### config.mk
export PLATFORM = sky130hd
export DESIGN_NAME = lane_buffer_top
export DESIGN_NICKNAME = d
export VERILOG_FILES = /design/src/verilog/lane_pkg.sv /design/src/verilog/lane_buffer_top.sv /design/src/verilog/stripe_collector.sv /design/src/verilog/stripe_distributor.sv /design/src/verilog/lane_fifo.sv
export SDC_FILE = /design/constraint.sdc
export NUM_CORES = 1
export LEC_CHECK = 0
export ABC_AREA = 1
export BUFFER_PORTS_ARGS = -buffer_cell sky130_fd_sc_hd__clkbuf_2
export CAP_MARGIN = 20
export CORE_ASPECT_RATIO = 1.25
export CORE_MARGIN = 4
export CORE_UTILIZATION = 45
export DETAILED_ROUTE_END_ITERATION = 8
export SLEW_MARGIN = 10
export SYNTH_ARGS = -nofsm -noshare
export SYNTH_HDL_FRONTEND = slang
export SYNTH_HIERARCHICAL = 1
export SYNTH_SLANG_ARGS = --single-unit
### constraint.sdc
create_clock -name i_clk -period 8.51 [get_ports i_clk]
set_clock_uncertainty 0.2 [all_clocks]
set_input_delay 0.4255 -clock i_clk [delete_from_list [all_inputs] [get_ports i_clk]]
set_output_delay 0.4255 -clock i_clk [all_outputs]
set_load 0.05 [all_outputs]
### src/verilog/lane_pkg.sv
package lane_pkg;

  // Lane geometry.
  localparam int NUM_LANES  = 4;
  localparam int LANE_DEPTH = 4;  // Entries per lane FIFO.
  localparam int LANE_W     = 2;  // Lane index width.

  localparam int DATA_W = 16;

  // Upstream side starts with one credit per buffer entry.
  localparam int UP_CREDITS = NUM_LANES * LANE_DEPTH;

  // Credits held by the collector for the downstream sink.
  localparam int OUT_CREDITS = 4;
  localparam int CRED_W      = 3;  // Must hold OUT_CREDITS.

  typedef logic [DATA_W-1:0] data_t;
  typedef logic [CRED_W-1:0] cred_cnt_t;

  // Upstream opcodes, code 2'b11 is reserved and decodes as idle.
  typedef enum logic [1:0] {
    OP_IDLE  = 2'b00,
    OP_DATA  = 2'b01,
    OP_FLUSH = 2'b10
  } op_e;

endpackage
### src/verilog/lane_buffer_top.sv
`timescale 1ns/1ps

module lane_buffer_top (
  input  logic              i_clk,
  input  logic              i_arst_n,
  input  lane_pkg::op_e     i_op,
  input  lane_pkg::data_t   i_data,
  input  logic              i_credit,
  output logic              o_valid,
  output lane_pkg::data_t   o_data,
  output logic              o_credit
);

  import lane_pkg::*;

  logic [NUM_LANES-1:0] lane_push;
  logic [NUM_LANES-1:0] lane_pushed;
  logic [NUM_LANES-1:0] lane_pop;
  logic [NUM_LANES-1:0] lane_popped;
  data_t                lane_wdata;   // Shared write bus.
  data_t                lane_head [NUM_LANES];
  logic                 flush;

  stripe_distributor stripe_distributor_inst (
    .i_clk         (i_clk),
    .i_arst_n      (i_arst_n),
    .i_op          (i_op),
    .i_data        (i_data),
    .i_lane_pushed (lane_pushed),
    .o_lane_push   (lane_push),
    .o_lane_data   (lane_wdata),
    .o_flush       (flush)
  );

  // Full and empty stay inside each lane, the acknowledges carry the result.
  for (genvar g = 0; g < NUM_LANES; g++) begin : g_lane
    lane_fifo #(
      .WIDTH (DATA_W),
      .DEPTH (LANE_DEPTH)
    ) lane_fifo_inst (
      .i_clk    (i_clk),
      .i_arst_n (i_arst_n),
      .i_flush  (flush),
      .i_push   (lane_push[g]),
      .i_pop    (lane_pop[g]),
      .i_data   (lane_wdata),
      .o_data   (lane_head[g]),
      .o_empty  (),
      .o_full   (),
      .o_pushed (lane_pushed[g]),
      .o_popped (lane_popped[g])
    );
  end

  stripe_collector stripe_collector_inst (
    .i_clk         (i_clk),
    .i_arst_n      (i_arst_n),
    .i_flush       (flush),
    .i_credit      (i_credit),
    .i_lane_data   (lane_head),
    .i_lane_popped (lane_popped),
    .o_lane_pop    (lane_pop),
    .o_valid       (o_valid),
    .o_data        (o_data),
    .o_credit      (o_credit)
  );

endmodule

### src/verilog/stripe_collector.sv
`timescale 1ns/1ps

module stripe_collector (
  input  logic                             i_clk,
  input  logic                             i_arst_n,
  input  logic                             i_flush,
  input  logic                             i_credit,
  input  lane_pkg::data_t                  i_lane_data [lane_pkg::NUM_LANES],
  input  logic [lane_pkg::NUM_LANES-1:0]   i_lane_popped,
  output logic [lane_pkg::NUM_LANES-1:0]   o_lane_pop,
  output logic                             o_valid,
  output lane_pkg::data_t                  o_data,
  output logic                             o_credit
);

  import lane_pkg::*;

  logic [LANE_W-1:0] rd_lane_q;  // Lane holding the oldest word.
  cred_cnt_t         credits_q;
  logic              have_credit;
  logic              lane_ack;
  logic              pop_q;

  assign have_credit = (credits_q != '0);

  // Request a pop only from the lane next in order.
  always_comb begin
    for (int i = 0; i < NUM_LANES; i++)
      o_lane_pop[i] = have_credit && (rd_lane_q == LANE_W'(i));
  end

  assign lane_ack = |(i_lane_popped & o_lane_pop);

  always_ff @(posedge i_clk or negedge i_arst_n) begin
    if (!i_arst_n) begin
      rd_lane_q <= '0;
    end else if (i_flush) begin
      rd_lane_q <= '0;
    end else if (lane_ack) begin
      if (rd_lane_q == LANE_W'(NUM_LANES - 1))
        rd_lane_q <= '0;
      else
        rd_lane_q <= rd_lane_q + 1'b1;
    end
  end

  // Flush leaves the downstream credits alone.
  always_ff @(posedge i_clk or negedge i_arst_n) begin
    if (!i_arst_n) begin
      credits_q <= cred_cnt_t'(OUT_CREDITS);
    end else begin
      case ({lane_ack, i_credit})
        2'b10:   credits_q <= credits_q - 1'b1;  // Spent on a word.
        2'b01:   credits_q <= credits_q + 1'b1;  // Returned by the sink.
        default: credits_q <= credits_q;
      endcase
    end
  end

  always_ff @(posedge i_clk or negedge i_arst_n) begin
    if (!i_arst_n)
      pop_q <= 1'b0;
    else
      pop_q <= lane_ack;
  end

  always_ff @(posedge i_clk) begin
    if (lane_ack)
      o_data <= i_lane_data[rd_lane_q];
  end

  // Each word out also frees one upstream entry.
  assign o_valid  = pop_q;
  assign o_credit = pop_q;

  // An underflow from zero wraps above OUT_CREDITS and fails here as well.
  a_credit_max: assert property (@(posedge i_clk) disable iff (!i_arst_n)
    credits_q <= cred_cnt_t'(OUT_CREDITS))
    else $error("credit counter outside 0 to OUT_CREDITS");

  a_pop_requested: assert property (@(posedge i_clk) disable iff (!i_arst_n)
    (i_lane_popped & ~o_lane_pop) == '0)
    else $error("lane popped without a request");

endmodule

### src/verilog/stripe_distributor.sv
`timescale 1ns/1ps

module stripe_distributor (
  input  logic                             i_clk,
  input  logic                             i_arst_n,
  input  lane_pkg::op_e                    i_op,
  input  lane_pkg::data_t                  i_data,
  input  logic [lane_pkg::NUM_LANES-1:0]   i_lane_pushed,
  output logic [lane_pkg::NUM_LANES-1:0]   o_lane_push,
  output lane_pkg::data_t                  o_lane_data,
  output logic                             o_flush
);

  import lane_pkg::*;

  logic [LANE_W-1:0] wr_lane_q;  // Next lane to receive a word.
  logic              is_data;
  logic              lane_ack;

  // Opcode decode.
  always_comb begin
    is_data = 1'b0;
    o_flush = 1'b0;
    case (i_op)
      OP_DATA:  is_data = 1'b1;
      OP_FLUSH: o_flush = 1'b1;
      default:  ;  // Idle and the reserved code.
    endcase
  end

  // One-hot push toward the lane under the write pointer.
  always_comb begin
    for (int i = 0; i < NUM_LANES; i++)
      o_lane_push[i] = is_data && (wr_lane_q == LANE_W'(i));
  end

  assign o_lane_data = i_data;  // Shared bus, only the pushed lane stores it.

  assign lane_ack = |(i_lane_pushed & o_lane_push);

  always_ff @(posedge i_clk or negedge i_arst_n) begin
    if (!i_arst_n) begin
      wr_lane_q <= '0;
    end else if (o_flush) begin
      wr_lane_q <= '0;  // Restart striping at lane 0.
    end else if (lane_ack) begin
      if (wr_lane_q == LANE_W'(NUM_LANES - 1))
        wr_lane_q <= '0;
      else
        wr_lane_q <= wr_lane_q + 1'b1;
    end
  end

  // A refused DATA word means the source spent a credit it did not hold.
  a_data_accepted: assert property (@(posedge i_clk) disable iff (!i_arst_n)
    is_data |-> lane_ack)
    else $error("DATA word not accepted by lane %0d", wr_lane_q);

endmodule

### src/verilog/lane_fifo.sv
`timescale 1ns/1ps

module lane_fifo #(
  parameter int WIDTH = 16,  // Must be 1 or more.
  parameter int DEPTH = 4    // Must be 2 or more.
) (
  input  logic             i_clk,
  input  logic             i_arst_n,
  input  logic             i_flush,
  input  logic             i_push,
  input  logic             i_pop,
  input  logic [WIDTH-1:0] i_data,
  output logic [WIDTH-1:0] o_data,
  output logic             o_empty,
  output logic             o_full,
  output logic             o_pushed,
  output logic             o_popped
);

  localparam int PTR_W = $clog2(DEPTH);
  localparam logic [PTR_W-1:0] LAST_PTR = PTR_W'(DEPTH - 1);

  logic [PTR_W-1:0] wr_ptr_q;
  logic [PTR_W-1:0] rd_ptr_q;
  logic [WIDTH-1:0] entries [DEPTH];
  logic             do_push;
  logic             do_pop;

  assign do_push = i_push && !o_full;
  assign do_pop  = i_pop && !o_empty;

  // Flush wins over both requests in its cycle.
  assign o_pushed = do_push && !i_flush;
  assign o_popped = do_pop && !i_flush;

  always_ff @(posedge i_clk or negedge i_arst_n) begin
    if (!i_arst_n) begin
      wr_ptr_q <= '0;
      rd_ptr_q <= '0;
    end else if (i_flush) begin
      wr_ptr_q <= '0;
      rd_ptr_q <= '0;
    end else begin
      if (o_pushed)
        wr_ptr_q <= (wr_ptr_q == LAST_PTR) ? '0 : wr_ptr_q + 1'b1;  // Wrap at depth.
      if (o_popped)
        rd_ptr_q <= (rd_ptr_q == LAST_PTR) ? '0 : rd_ptr_q + 1'b1;
    end
  end

  always_ff @(posedge i_clk) begin
    if (o_pushed)
      entries[wr_ptr_q] <= i_data;
  end

  assign o_data = entries[rd_ptr_q];  // Head word, no read latency.

  if (DEPTH < 4) begin : g_valid
    // Small lanes keep one valid bit per entry.
    logic [DEPTH-1:0] valid_q;
    logic [DEPTH-1:0] wr_vec;
    logic [DEPTH-1:0] rd_vec;

    always_comb begin
      for (int i = 0; i < DEPTH; i++) begin
        wr_vec[i] = o_pushed && (wr_ptr_q == PTR_W'(i));
        rd_vec[i] = o_popped && (rd_ptr_q == PTR_W'(i));
      end
    end

    always_ff @(posedge i_clk or negedge i_arst_n) begin
      if (!i_arst_n)
        valid_q <= '0;
      else if (i_flush)
        valid_q <= '0;
      else
        valid_q <= (valid_q & ~rd_vec) | wr_vec;
    end

    assign o_empty = !(|valid_q);
    assign o_full  = &valid_q;
  end else begin : g_count
    // Deeper lanes count entries instead of reducing a wide vector.
    localparam int CNT_W = $clog2(DEPTH + 1);
    logic [CNT_W-1:0] count_q;

    always_ff @(posedge i_clk or negedge i_arst_n) begin
      if (!i_arst_n)
        count_q <= '0;
      else if (i_flush)
        count_q <= '0;
      else if (o_pushed && !o_popped)
        count_q <= count_q + 1'b1;
      else if (!o_pushed && o_popped)
        count_q <= count_q - 1'b1;
    end

    assign o_empty = (count_q == '0);
    assign o_full  = (count_q == CNT_W'(DEPTH));

    a_occupancy: assert property (@(posedge i_clk) disable iff (!i_arst_n)
      count_q <= CNT_W'(DEPTH))
      else $error("lane_fifo occupancy above depth");
  end

endmodule

=== Word level (Yosys, flattened, before mapping) ===
Memories as Yosys holds them, arrays and structs flattened.
Cells that the tools add are included.
Widths: inputs -> output; s select.

* Bits in writable memories: 256
* Input bits: 21
* Output and inout bits: 18
* Flip-flop bits (word level): 52
* Memories: 4
* Logic and storage cells: 196

{| class="wikitable"
|+ Memory list
! memory !! words !! width !! read ports !! clocked after memory_dff !! write ports !! RTL line !! source
|-
| g_lane[0].lane_fifo_inst.entries || 4 || 16 || 1 || 0 || 1 || lane_fifo.sv:25 || <nowiki>logic [WIDTH-1:0] entries [DEPTH];</nowiki>
|-
| g_lane[1].lane_fifo_inst.entries || 4 || 16 || 1 || 0 || 1 || lane_fifo.sv:25 ||
|-
| g_lane[2].lane_fifo_inst.entries || 4 || 16 || 1 || 0 || 1 || lane_fifo.sv:25 ||
|-
| g_lane[3].lane_fifo_inst.entries || 4 || 16 || 1 || 0 || 1 || lane_fifo.sv:25 ||
|}

* Bitwise gates (word level): 3
* Reduce and logical (&&, ||, !) cells: 73
* Multiplexer cells: 56
* Eq/ne operators: 22
* $lt $le $gt $ge: 1
* Add/subtract/negate cells: 20

{| class="wikitable"
|+ Operators by type and width
! operator !! number
|-
| $mux 2 || 30
|-
| $mux 3 || 12
|-
| $bmux 16 s2 || 1
|-
| $logic_and 1x1->1 || 32
|-
| $mux 16 || 2
|-
| $eq 2x2->1 const B || 14
|-
| $reduce_bool 2->1 || 11
|-
| $add 2x1->2 const B || 10
|-
| $logic_not 1->1 || 17
|-
| $add 3x1->3 const B || 5
|-
| $reduce_bool 3->1 || 5
|-
| $sub 3x1->3 const B || 5
|-
| $eq 3x3->1 const B || 4
|-
| $logic_not 3->1 || 4
|-
| $mux 1 || 10
|-
| $and 4x4->4 || 2
|-
| $eq 2x1->1 const B || 4
|-
| $reduce_or 4->1 || 2
|-
| $pmux 3 s2 || 1
|-
| $logic_not 2->1 || 2
|-
| $ge 3x3->1 const B || 1
|-
| $not 2->3 || 1
|}

=== Depth between registers and ports, before layout ===
Gate-level depths: netlist of the first run.

* Depth after elaboration: 10
* Gate-level depth with buffers: 17
* Gate-level depth less buffers: 15

=== Hierarchy ===
The synthesis of the first run kept the hierarchy.

{| class="wikitable"
|+ By module, submodules not included
! module !! cells each !! area each (µm²) !! times used !! sequential area each (µm²)
|-
| lane_fifo at g_lane[0].lane_fifo_inst ... || 223 || 2887.8 || 2 || 2097.0
|-
| lane_fifo at g_lane[1].lane_fifo_inst ... || 221 || 2874.0 || 2 || 2097.0
|-
| stripe_collector || 157 || 1350.0 || 1 || 631.9
|-
| stripe_distributor || 57 || 372.9 || 1 || 50.0
|}

=== Worst setup path before layout of the first run ===
OpenSTA, ideal clock, no wires.

* Kind: input -> register
* Start point: input port i_op[1]
* End point: register stripe_collector_inst.credits_q[2]
* Required time: 8222 ps
* Stages on the path: 12
* Path slack: 5625 ps
* Setup time: 88 ps
* Arrival: 2598 ps
* Buffers on the path: 0
* Path through: inv_2 nor2_2 nor2_1 nand3_1 nand2_2 nor2_4 ha_1 inv_1 fa_1 a21oi_1 o21ai_0 xor2_1

* Cells in the longest elaborated chain, start to end: 8
* Elaborated cells on any way between the ends: 13
* Those cells by class: 3 x eq/ne; 2 x mux; 1 x bitwise; 7 x reduce/logical

{| class="wikitable"
|+ Ends and longest elaborated chain
! what !! RTL line !! source
|-
| start, declared || lane_buffer_top.sv:6 || <nowiki>input lane_pkg::op_e i_op,</nowiki>
|-
| $eq 2x2->1 (*) || stripe_distributor.sv:24 || <nowiki>case (i_op)</nowiki>
|-
| $mux 1 (*) || stripe_distributor.sv:24 ||
|-
| net flush || lane_buffer_top.sv:22 || <nowiki>logic flush;</nowiki>
|-
| $logic_not 1->1 (*) || lane_fifo.sv:34 || <nowiki>assign o_popped = do_pop && !i_flush;</nowiki>
|-
| $logic_and 1x1->1 (*) || lane_fifo.sv:34 ||
|-
| net lane_popped[2] || lane_buffer_top.sv:19 || <nowiki>logic [NUM_LANES-1:0] lane_popped;</nowiki>
|-
| $and 4x4->4 (*) || stripe_collector.sv:32 || <nowiki>assign lane_ack = |(i_lane_popped & o_lane_pop);</nowiki>
|-
| $reduce_or 4->1 (*) || stripe_collector.sv:32 ||
|-
| $eq 2x1->1 or $eq 2x2->1 (tied branches) || stripe_collector.sv:52 || <nowiki>case ({lane_ack, i_credit})</nowiki>
|-
| $pmux 3 s2 or $reduce_bool 2->1 (tied branches) || -- ||
|-
| end signal, assigned || stripe_collector.sv:53 || <nowiki>2'b10: credits_q <= credits_q - 1'b1;</nowiki>
|-
| end signal, assigned || stripe_collector.sv:54 || <nowiki>2'b01: credits_q <= credits_q + 1'b1;</nowiki>
|-
| end signal, assigned || stripe_collector.sv:55 || <nowiki>default: credits_q <= credits_q;</nowiki>
|-
| end, declared || stripe_collector.sv:19 || <nowiki>cred_cnt_t credits_q;</nowiki>
|}

The timed path passes the listed nets; every way through them passes the cells marked *.
A chain may end at the register's enable or synchronous reset.

=== Worst setup path in the final report of the first run ===
* Start point: register stripe_collector_inst.rd_lane_q[0]
* End point: register stripe_collector_inst.credits_q[2]

* Cells in the longest elaborated chain, start to end: 8
* Elaborated cells on any way between the ends: 22
* Those cells by class: 5 x eq/ne; 1 x mux; 1 x bitwise; 15 x reduce/logical

{| class="wikitable"
|+ Ends and longest elaborated chain
! what !! RTL line !! source
|-
| start, declared || stripe_collector.sv:18 || <nowiki>logic [LANE_W-1:0] rd_lane_q;</nowiki>
|-
| start signal, assigned || stripe_collector.sv:43 || <nowiki>rd_lane_q <= rd_lane_q + 1'b1;</nowiki>
|-
| $eq 2x2->1 (*) || stripe_collector.sv:29 || <nowiki>o_lane_pop[i] = have_credit && (rd_lane_q == LANE_W'(i));</nowiki>
|-
| $logic_and 1x1->1 (*) || stripe_collector.sv:29 ||
|-
| net lane_pop[2] || lane_buffer_top.sv:18 || <nowiki>logic [NUM_LANES-1:0] lane_pop;</nowiki>
|-
| $logic_and 1x1->1 (*) || lane_fifo.sv:30 || <nowiki>assign do_pop = i_pop && !o_empty;</nowiki>
|-
| $logic_and 1x1->1 (*) || lane_fifo.sv:34 ||
|-
| net lane_popped[2] || lane_buffer_top.sv:19 ||
|-
| $and 4x4->4 (*) || stripe_collector.sv:32 ||
|-
| $reduce_or 4->1 (*) || stripe_collector.sv:32 ||
|-
| $eq 2x1->1 or $eq 2x2->1 (tied branches) || stripe_collector.sv:52 ||
|-
| $pmux 3 s2 or $reduce_bool 2->1 (tied branches) || -- ||
|}

Marked as above.

==> results.cfg, run 1 <==
[outcome]
outcome = completed

[grt]
grt_overflow = 0
grt_pass1_wl_um = 43200
antenna_found_initial = 2
grt_start_max_net_pins = 37
grt_pass1_vias = 7756
track_usage = 0.171

[cells_and_area]
syn2layout_area_growth_pct = 11.3
drive_gt1_frac = 0.148
finalNetCount = 1178
final_cell_area_um2 = 14700

[floorplan]
initial_core_util = 0.461
die_h_um = 200
coreArea_um2 = 28700
fp.dieW_um = 161
io_pins = 39
fp-row-count = 69
dieArea_um2 = 32200

[critical_path]
crit_required_ns = 8.77
critical_path_class = flip-flop to flip-flop
critPathArrivalTime_ns = 4.02
path_max_fanout = 36
startpoint_type = flip-flop
max_stage_delay_ns = 1.00
path_cells = inv_2, ha_1, inv_1, nor2_1, nand2_4, nor2_1, nand3_1, nand2_2, nor2_4, ha_1, inv_1, fa_1, a21oi_1, o21ai_0, xor2_1
endpoint_kind = flip-flop
critPathSlowestCell = dfrtp_1

[drt]
first_pass_iters = 5
drc_errors = 0
route.vias.total = 7999
ant_nets = 0
wire_per_inst_um = 17.9
drt-total-wl_um = 27600
avgViaCountPerCell = 5.19
drt_iter0_markers = 610

[pwr]
clkPwrFrac = 0.288
ir_drop_v = 0.000146
leakagePower_nw = 5.36
power_frac_comb = 0.278
seqPwrFrac = 0.434
switchingPower_mw = 1.55
p_int_mw = 2.93
switching_share = 0.346
powerDensity_nw_per_um2 = 305

[clocking]
root_buffer = clkbuf_16
cts_buffer_depth = 3
cts_tree = done
cts_buffers = 29
cts_sinks = 308
insertion_delay_ns = 0.55
h-tree-depth = 1
post_cts_buffers = 0
clk_pin_slew_ns = 0.06

[timing]
hold_viol = 0
period_minus_slack_ns = 3.75
post-route-period-util = 0.441
finalSetupViolations = 0
fmax_mhz = 266
tightest_slew_ns = 1.01
drv_slew = 0
setup_tns_ns = 0
max_slew_margin = 0.327
rsz0062_at_grt = no

[placement]
hpwl_um = 18100
gp_congestion = 0.777
port_buffers = 38
dpl-instance-area_um2 = 13700

[min_path]
hp-class = input port to flip-flop

[logic_synthesis]
yosysWarnings = 6
syn_area_per_cell_um2 = 12.1
syn-num-nets = 1147
netlist_instances = 1094
synthesis.area_um2 = 13200

[flow_run]
maxCapViolCount = 0
==> worst max-delay path, delay by kind of cell, from the launching register on <==
| family | cells | cell delay, ns |
|---|---|---|
| xor gates and xnor gates | 1 | 0.15 |
| and+or+nand+nor | 6 | 0.55 |
| adders and majority gates | 3 | 0.88 |
| buffers and inverters | 3 | 0.61 |
| DFF | 1 | 1.00 |
| AOI/OAI and AO/OA | 2 | 0.26 |
==> per-stage QoR <==
| stage | std cells | hold WS (ns) | total power, mW | setup slack (ns) | util |
|---|---|---|---|---|---|
| floorplan | 1094 | -0.0701 | 2.89 | 5.62 | - |
| global placement | 1483 | 0.307 | 3.22 | 4.81 | 0.479 |
| detailed placement | 1483 | 0.313 | 3.24 | 4.74 | 0.479 |
| CTS | 1538 | 0.0674 | 4.53 | 4.76 | 0.513 |
| global route | 1540 | 0.0973 | 4.75 | 4.44 | 0.513 |
| finish | 1540 | 0.0760 | 4.49 | 4.76 | 0.513 |
==> flip-flops by register name, indices dropped and copies added (netlist names) <==
signal	count
g_lane.lane_fifo_inst/entries	256
stripe_collector_inst/o_data	16
g_lane.lane_fifo_inst/g_count.count_q	12
g_lane.lane_fifo_inst/rd_ptr_q	8
g_lane.lane_fifo_inst/wr_ptr_q	8
stripe_collector_inst/credits_q	3
stripe_collector_inst/rd_lane_q	2
stripe_distributor_inst/wr_lane_q	2
stripe_collector_inst/o_credit	1
==> layout by cell type, fill, tap and decap left out, types with 3 or more instances in the layout <==
| cell | instances |
|---|---|
| clkinv_2 | 6 |
| o21ai_1 | 34 |
| o22ai_1 | 80 |
| nand3_2 | 4 |
| inv_2 | 17 |
| fa_1 | 5 |
| nand2_1 | 55 |
| clkinv_1 | 5 |
| inv_1 | 72 |
| clkbuf_16 | 29 |
| edfxtp_1 | 272 |
| dfrtp_1 | 35 |
| o21ai_0 | 145 |
| nor2_4 | 3 |
| clkbuf_2 | 38 |
| bufinv_16 | 4 |
| nor2_2 | 8 |
| xnor2_1 | 3 |
| nor2_1 | 195 |
| clkbuf_1 | 5 |
| buf_4 | 21 |
| ha_1 | 27 |
| xor2_1 | 3 |
| a21oi_1 | 9 |
| nand2_2 | 19 |
| nand2_4 | 6 |
| nand3_1 | 22 |
==> power groups by stage <==
stage / Combinational (mW) / Clock, mW / Sequential (mW)
after floorplan: 0.840 / 0 / 2.05
after global placement: 1.24 / 0 / 1.98
after detailed placement: 1.25 / 0 / 1.98
after CTS: 1.26 / 1.32 / 1.95
after global routing: 1.40 / 1.39 / 1.96
final: 1.25 / 1.29 / 1.95
==> timing repair <==
item                                   CTS  global route
hold buffers                             1             0
endpoints found under the hold margin   35             0
resized for setup                        0             0
==> per-layer routing <==
metal / share of wire / wire, um / global-route usage
met2: 0.50 / 13700 / 0.293
met3: 0.039 / 1070 / 0.0237
met1: 0.45 / 12500 / 0.230
met5: 0 / 0 / 0
met4: 0.014 / 397 / 0.0496
==> final timing paths <==
| path | start | endpoint | slack, ns | depth (start not counted) |
|---|---|---|---|---|
| min | i_credit | stripe_collector_inst/credits_q[0]$_DFFE_PN0P_ | 0.08 | 3 |
| max in group asynchronous | i_arst_n | g_lane[0].lane_fifo_inst/wr_ptr_q[1]$_DFFE_PN0P_ | 7.11 | 2 |
| max reg2reg | stripe_collector_inst/rd_lane_q[0]$_DFFE_PN0P_ | stripe_collector_inst/credits_q[2]$_DFFE_PN1P_ | 4.76 | 15 |
| min in group asynchronous | i_arst_n | g_lane[3].lane_fifo_inst/g_count.count_q[1]$_DFFE_PN0P_ | 0.38 | 2 |
| min reg2reg | stripe_collector_inst/credits_q[2]$_DFFE_PN1P_ | stripe_collector_inst/credits_q[2]$_DFFE_PN1P_ | 0.32 | 2 |
| max | stripe_collector_inst/rd_lane_q[0]$_DFFE_PN0P_ | stripe_collector_inst/credits_q[2]$_DFFE_PN1P_ | 4.76 | 15 |
==> cell type report <==
type	count	area (um^2)
clock inverter	20	221
fill	2516	14000
antenna	2	5.00
clock buffer	34	744
inverter	91	369
tap	390	488
multi-input combinational	635	3450
sequential	308	9070
timing repair buffer	60	358
Power figures use the tool's default switching activity.
==> inputs of run 2 (changes only) <==
==> constraint.sdc (replaced) <==
create_clock -name i_clk -period 3.6 [get_ports i_clk]
set_clock_uncertainty 0.2 [all_clocks]
set_input_delay 0.18 -clock i_clk [delete_from_list [all_inputs] [get_ports i_clk]]
set_output_delay 0.18 -clock i_clk [all_outputs]
set_load 0.05 [all_outputs]
==> run 2 against run 1 <==
  * Critical path depth stayed put
  * Die area stayed put
  * Critical endpoint is now stripe_distributor_inst/wr_lane_q[1]$_DFFE_PN0P_
  * Sequential power is 130% higher
  * Largest power group unchanged
  * Final cell count is 2.2% higher
==> results.cfg, run 2 (synthesis results as in run 1) <==
[grt]
grt_pass1_wl_um = 44700
antenna_found_initial = 0
grtUsageMet1 = 0.239
met2_usage = 0.304
grt_pass1_vias = 8101
grt_overflow = 0
top_usage_layer = met2
grt_use_met3 = 0.0206
track_usage = 0.177
grt_start_max_net_pins = 37

[placement]
gp_congestion = 0.820
hpwl_um = 18700
port_buffers = 38
dpl-instance-area_um2 = 13800

[timing]
drv_slew = 0
rsz0062_at_grt = no
finalSetupViolations = 0
tightest_slew_ns = 0.682
max_slew_margin = 0.545
post-route-period-util = 0.863
fmax_mhz = 322
period_minus_slack_ns = 3.11
setup_tns_ns = 0
hold_viol = 0

[critical_path]
endpoint_kind = flip-flop
max_stage_delay_ns = 0.55
critical_path_class = input port to flip-flop
crit_family = buffers and inverters
reg2reg_from = stripe_distributor_inst/wr_lane_q[0]$_DFFE_PN0P_
ff2ff_setup_slack_ns = 0.54
crit_buf_inv = 8
path_max_fanout = 8
path_cells = dlygate4sd3_1, clkbuf_2, nor2_2, buf_4, bufinv_8, nand3_2, inv_2, inv_1, nor2_1, nor2_2, nand2_2, nand2_1, dlygate4sd3_1, nand2_1, dlygate4sd3_1
startpoint_type = input port
cpMostUsedCell = dlygate4sd3_1
critPathArrivalTime_ns = 3.35
regToRegEndpoint = stripe_distributor_inst/wr_lane_q[1]$_DFFE_PN0P_
crit_required_ns = 3.84
critPathSlowestCell = dlygate4sd3_1
reg2reg_depth = 13

[min_path]
hold_end = g_lane[1].lane_fifo_inst/g_count.count_q[0]$_DFFE_PN0P_
min_path_cells = 1
hp-class = flip-flop to flip-flop
hp-start = g_lane[1].lane_fifo_inst/g_count.count_q[0]$_DFFE_PN0P_

[clocking]
cts_tree = done
root_buffer = clkbuf_16
cts_sinks = 308
clk_pin_slew_ns = 0.06
insertion_delay_ns = 0.57
cts.repair.resized = 0
h-tree-depth = 1
cts_buffer_depth = 3
cts_buffers = 30

[cells_and_area]
layout_common_cells = edfxtp_1 (272), nor2_1 (195), o21ai_0 (145)
finalNetCount = 1213
reg_top3 = g_lane.lane_fifo_inst/entries x256, stripe_collector_inst/o_data x16, g_lane.lane_fifo_inst/g_count.count_q x12
final_cell_area_um2 = 15100
final_common_cell = edfxtp_1
drive_gt1_frac = 0.153
top_register = g_lane.lane_fifo_inst/entries
syn2layout_area_growth_pct = 14.0
largest_reg_flops = 256
antenna_cells = 0

[outcome]
outcome = completed

[floorplan]
coreArea_um2 = 28700
fp.dieW_um = 161
initial_core_util = 0.461
io_pins = 39
fp-row-count = 69
dieArea_um2 = 32200
die_h_um = 200

[drt]
first_pass_iters = 4
ant_nets = 0
wire_per_inst_um = 18.2
route.vias.total = 8261
drt_iter0_markers = 528
drc_errors = 0
avgViaCountPerCell = 5.25
drt-total-wl_um = 28600

[pwr]
leakagePower_nw = 5.52
ir_drop_v = 0.000437
powerDensity_nw_per_um2 = 718

[flow_run]
maxCapViolCount = 0
==> run 2: cell count changes in the layout (fill, tap and decap cells not counted), sizes merged <==
cell | before | now
diode | 2 | 0
dlygate4sd3 | 1 | 24
clkinv | 13 | 14
inv | 90 | 91
buf | 21 | 32
==> run 2: per-layer routing <==
metal	vias to the layer above	wire [um]
met5	-	0
met4	0	745
met3	42	1170
met2	163	14200
met1	4078	12500
li1	3978	-
==> run 2: per-stage QoR <==
step	cells	hold WS (ns)	total power, mW	setup WS [ns]	utilization
global placement	1493	0.189	7.67	0.762	0.482
finish	1574	0.316	10.8	0.494	0.526
detailed placement	1493	0.190	7.72	0.708	0.482
floorplan	1094	-0.316	6.84	0.783	-
CTS	1572	0.142	10.9	0.524	0.525
global route	1574	0.340	11.4	0.272	0.526
==> run 2: repair_timing <==
action / in CTS / in global routing
setup endpoints to repair: 0 / 0
hold buffers: 23 / 1
hold endpoints to repair: 297 / 5
setup buffers: 0 / 0
==> run 2: layout make-up <==
cell class | instances | area [um^2]
clock inverters | 22 | 245
fillers | 2516 | 13600
repair buffers | 94 | 683
inverters | 91 | 369
flip-flops and latches | 308 | 9070
multi-input cells | 635 | 3450
clock buffers | 34 | 766
well taps | 390 | 488
==> run 2: worst max path at each step <==
stage	start	end	slack, ns	cells past startpoint
final	i_op[0]	stripe_distributor_inst/wr_lane_q[1]$_DFFE_PN0P_	0.49	15
after global routing	stripe_distributor_inst/wr_lane_q[0]$_DFFE_PN0P_	stripe_distributor_inst/wr_lane_q[1]$_DFFE_PN0P_	0.27	13
after CTS	stripe_distributor_inst/wr_lane_q[0]$_DFFE_PN0P_	stripe_distributor_inst/wr_lane_q[1]$_DFFE_PN0P_	0.52	13
after detailed placement	stripe_collector_inst/rd_lane_q[0]$_DFFE_PN0P_	stripe_collector_inst/credits_q[1]$_DFFE_PN0P_	0.71	13
after global placement	stripe_collector_inst/rd_lane_q[0]$_DFFE_PN0P_	stripe_collector_inst/credits_q[1]$_DFFE_PN0P_	0.76	13
after floorplan	stripe_collector_inst/rd_lane_q[0]$_DFFE_PN0P_	stripe_collector_inst/credits_q[1]$_DFFE_PN0P_	0.78	15
==> run 2: power by group <==
| group | total (mW) | internal [mW] | leakage, nW | switching [mW] |
|---|---|---|---|---|
| clock | 3.15 | 1.83 | 0.484 | 1.32 |
| combinational | 3.15 | 0.941 | 2.12 | 2.21 |
| sequential | 4.52 | 4.28 | 2.92 | 0.237 |
| total | 10.8 | 7.05 | 5.52 | 3.76 |
==> inputs of run 3 (changes only) <==
--- a/config.mk
+++ b/config.mk
@@ -11,7 +11,9 @@
 export CORE_ASPECT_RATIO = 1.25
 export CORE_MARGIN = 4
 export CORE_UTILIZATION = 45
+export CTS_BUF_LIST = sky130_fd_sc_hd__clkbuf_16
 export DETAILED_ROUTE_END_ITERATION = 8
+export SETUP_SLACK_MARGIN = 0.3
 export SLEW_MARGIN = 10
 export SYNTH_ARGS = -nofsm -noshare
 export SYNTH_HDL_FRONTEND = slang
==> run 3 against run 2 <==
  * Combinational power about the same
  * Sequential share of layout area is essentially flat
  * Maximum frequency is essentially flat
  * Clock power hardly changed
==> results.cfg, run 3 (synthesis results as in run 1) <==
[grt]
grt_start_max_net_pins = 37
grt_pass1_vias = 8101
antenna_found_initial = 0
track_usage = 0.177
grt_pass1_wl_um = 44700
grt_overflow = 0

[cells_and_area]
finalNetCount = 1213
top_register = g_lane.lane_fifo_inst/entries
layout_common_cells = edfxtp_1 (272), nor2_1 (194), o21ai_0 (145)
seq_area_um2 = 9070
final_cell_count_no_fill = 1574
drive_gt1_frac = 0.154
syn2layout_area_growth_pct = 14.1
final_common_cell = edfxtp_1
largest_reg_flops = 256
multiInputGateArea_um2 = 3450
reg_top3 = g_lane.lane_fifo_inst/entries x256, stripe_collector_inst/o_data x16, g_lane.lane_fifo_inst/g_count.count_q x12
antenna_cells = 0
n_fill_cell = 2518

[pwr]
p_int_mw = 7.04
ir_drop_v = 0.000437
seqPwrFrac = 0.418
switchingPower_mw = 3.77
leakagePower_nw = 5.54
powerDensity_nw_per_um2 = 717
switching_share = 0.348
clkPwrFrac = 0.291
power_frac_comb = 0.291

[critical_path]
regToRegEndpoint = stripe_distributor_inst/wr_lane_q[1]$_DFFE_PN0P_
startpoint_type = input port
endpoint_kind = flip-flop
reg2reg_depth = 14
path_max_fanout = 8
crit_required_ns = 3.84
critical_path_class = input port to flip-flop
reg2reg_from = stripe_distributor_inst/wr_lane_q[0]$_DFFE_PN0P_
ff2ff_setup_slack_ns = 0.56
critPathArrivalTime_ns = 3.35

[clocking]
root_buffer = clkbuf_16
cts_sinks = 308
insertion_delay_ns = 0.57
cts_tree = done
clk_pin_slew_ns = 0.06
cts_buffer_depth = 3
h-tree-depth = 1
cts_buffers = 30
post_cts_buffers = 0

[floorplan]
die_h_um = 200
dieArea_um2 = 32200
initial_core_util = 0.461
fp.dieW_um = 161
fp-row-count = 69
io_pins = 39
coreArea_um2 = 28700

[timing]
max_slew_margin = 0.517
fmax_mhz = 322
hold_viol = 0
rsz0062_at_grt = no
drv_slew = 0
hold_slack_ns = 0.316
finalSetupViolations = 0
setup_tns_ns = 0
post-route-period-util = 0.863
period_minus_slack_ns = 3.11
tightest_slew_ns = 0.725

[placement]
dp_cells = 1493
gp_congestion = 0.820
port_buffers = 38
hpwl_um = 18700

[drt]
ant_nets = 0
wl_met3_um = 1080
drt_iter0_markers = 604
drt-total-wl_um = 28500
drt-met1-wl_um = 12600
route.met2.wl_um = 14100
wire_per_inst_um = 18.1
first_pass_iters = 5
avgViaCountPerCell = 5.26
highest-signal-layer = met4
route.vias.total = 8278
drc_errors = 0

[min_path]
hp-start = g_lane[1].lane_fifo_inst/g_count.count_q[0]$_DFFE_PN0P_
min_path_cells = 1
hold_end = g_lane[1].lane_fifo_inst/g_count.count_q[0]$_DFFE_PN0P_
hp-class = flip-flop to flip-flop

[flow_run]
maxCapViolCount = 0

[outcome]
outcome = completed
-- run 3: cell types whose count changed in the layout (fill, tap and decap cells not counted) --
cell and change:
clkbuf_1 -4, nor2_1 -1, inv_1 +4, nor2_2 +1
-- run 3: critical path: stages --
cell and delay, ns:
dlygate4sd3_1 0.54, clkbuf_2 0.15, nor2_2 0.26, buf_4 0.24, bufinv_8 0.21, nand3_2 0.14
inv_2 0.08, inv_1 0.06, nor2_1 0.05, nor2_2 0.16, nand2_2 0.07, nand2_1 0.06
dlygate4sd3_1 0.55, nand2_1 0.05, dlygate4sd3_1 0.55
-- run 3: how the worst max path moves through the flow --
stage	endpoint	start	slack (ns)
final	stripe_distributor_inst/wr_lane_q[1]$_DFFE_PN0P_	i_op[0]	0.49
after global routing	stripe_distributor_inst/wr_lane_q[1]$_DFFE_PN0P_	i_op[0]	0.33
after CTS	stripe_distributor_inst/wr_lane_q[1]$_DFFE_PN0P_	stripe_distributor_inst/wr_lane_q[0]$_DFFE_PN0P_	0.52
after detailed placement	stripe_collector_inst/credits_q[1]$_DFFE_PN0P_	stripe_collector_inst/rd_lane_q[0]$_DFFE_PN0P_	0.71
after global placement	stripe_collector_inst/credits_q[1]$_DFFE_PN0P_	stripe_collector_inst/rd_lane_q[0]$_DFFE_PN0P_	0.76
after floorplan	stripe_collector_inst/credits_q[1]$_DFFE_PN0P_	stripe_collector_inst/rd_lane_q[0]$_DFFE_PN0P_	0.78
-- run 3: per-stage QoR --
| step | power (mW) | utilization | worst slack (ns) | cell area [um^2] |
|---|---|---|---|---|
| after detailed placement | 7.72 | 0.482 | 0.708 | 13800 |
| after CTS | 10.9 | 0.525 | 0.524 | 15000 |
| after global placement | 7.67 | 0.482 | 0.762 | 13800 |
| after floorplan | 6.84 | - | 0.783 | 13200 |
| final | 10.8 | 0.526 | 0.494 | 15100 |
| after global routing | 11.4 | 0.526 | 0.331 | 15100 |
-- run 3: repair_timing --
action | 4_1_cts | 5_1_grt
endpoints found under the hold margin | 297 | 5
hold buffers | 23 | 1
setup endpoints to repair | 0 | 1
gates resized for setup | 0 | 1
-- run 3: area by class of cell --
class / instances / area share
timing repair buffer: 94 / 0.0453
clock buffer: 30 / 0.0498
clock inverter: 26 / 0.0173
tap: 390 / 0.0324
inverter: 91 / 0.0245
sequential: 308 / 0.602
multi-input combinational: 635 / 0.229
-- run 3: per-layer routing --
metal,GRT usage,up-vias
met4,0.0559,0
li1,-,3977
met2,0.304,172
met1,0.239,4088
met5,0,-
met3,0.0206,41
-- run 3: power groups by stage --
| stage | clock network (mW) | logic (mW) | registers [mW] |
|---|---|---|---|
| after detailed placement | 0 | 3.12 | 4.60 |
| after floorplan | 0 | 1.98 | 4.85 |
| after CTS | 3.20 | 3.15 | 4.53 |
| final | 3.14 | 3.15 | 4.52 |
| after global routing | 3.35 | 3.50 | 4.56 |
| after global placement | 0 | 3.07 | 4.59 |
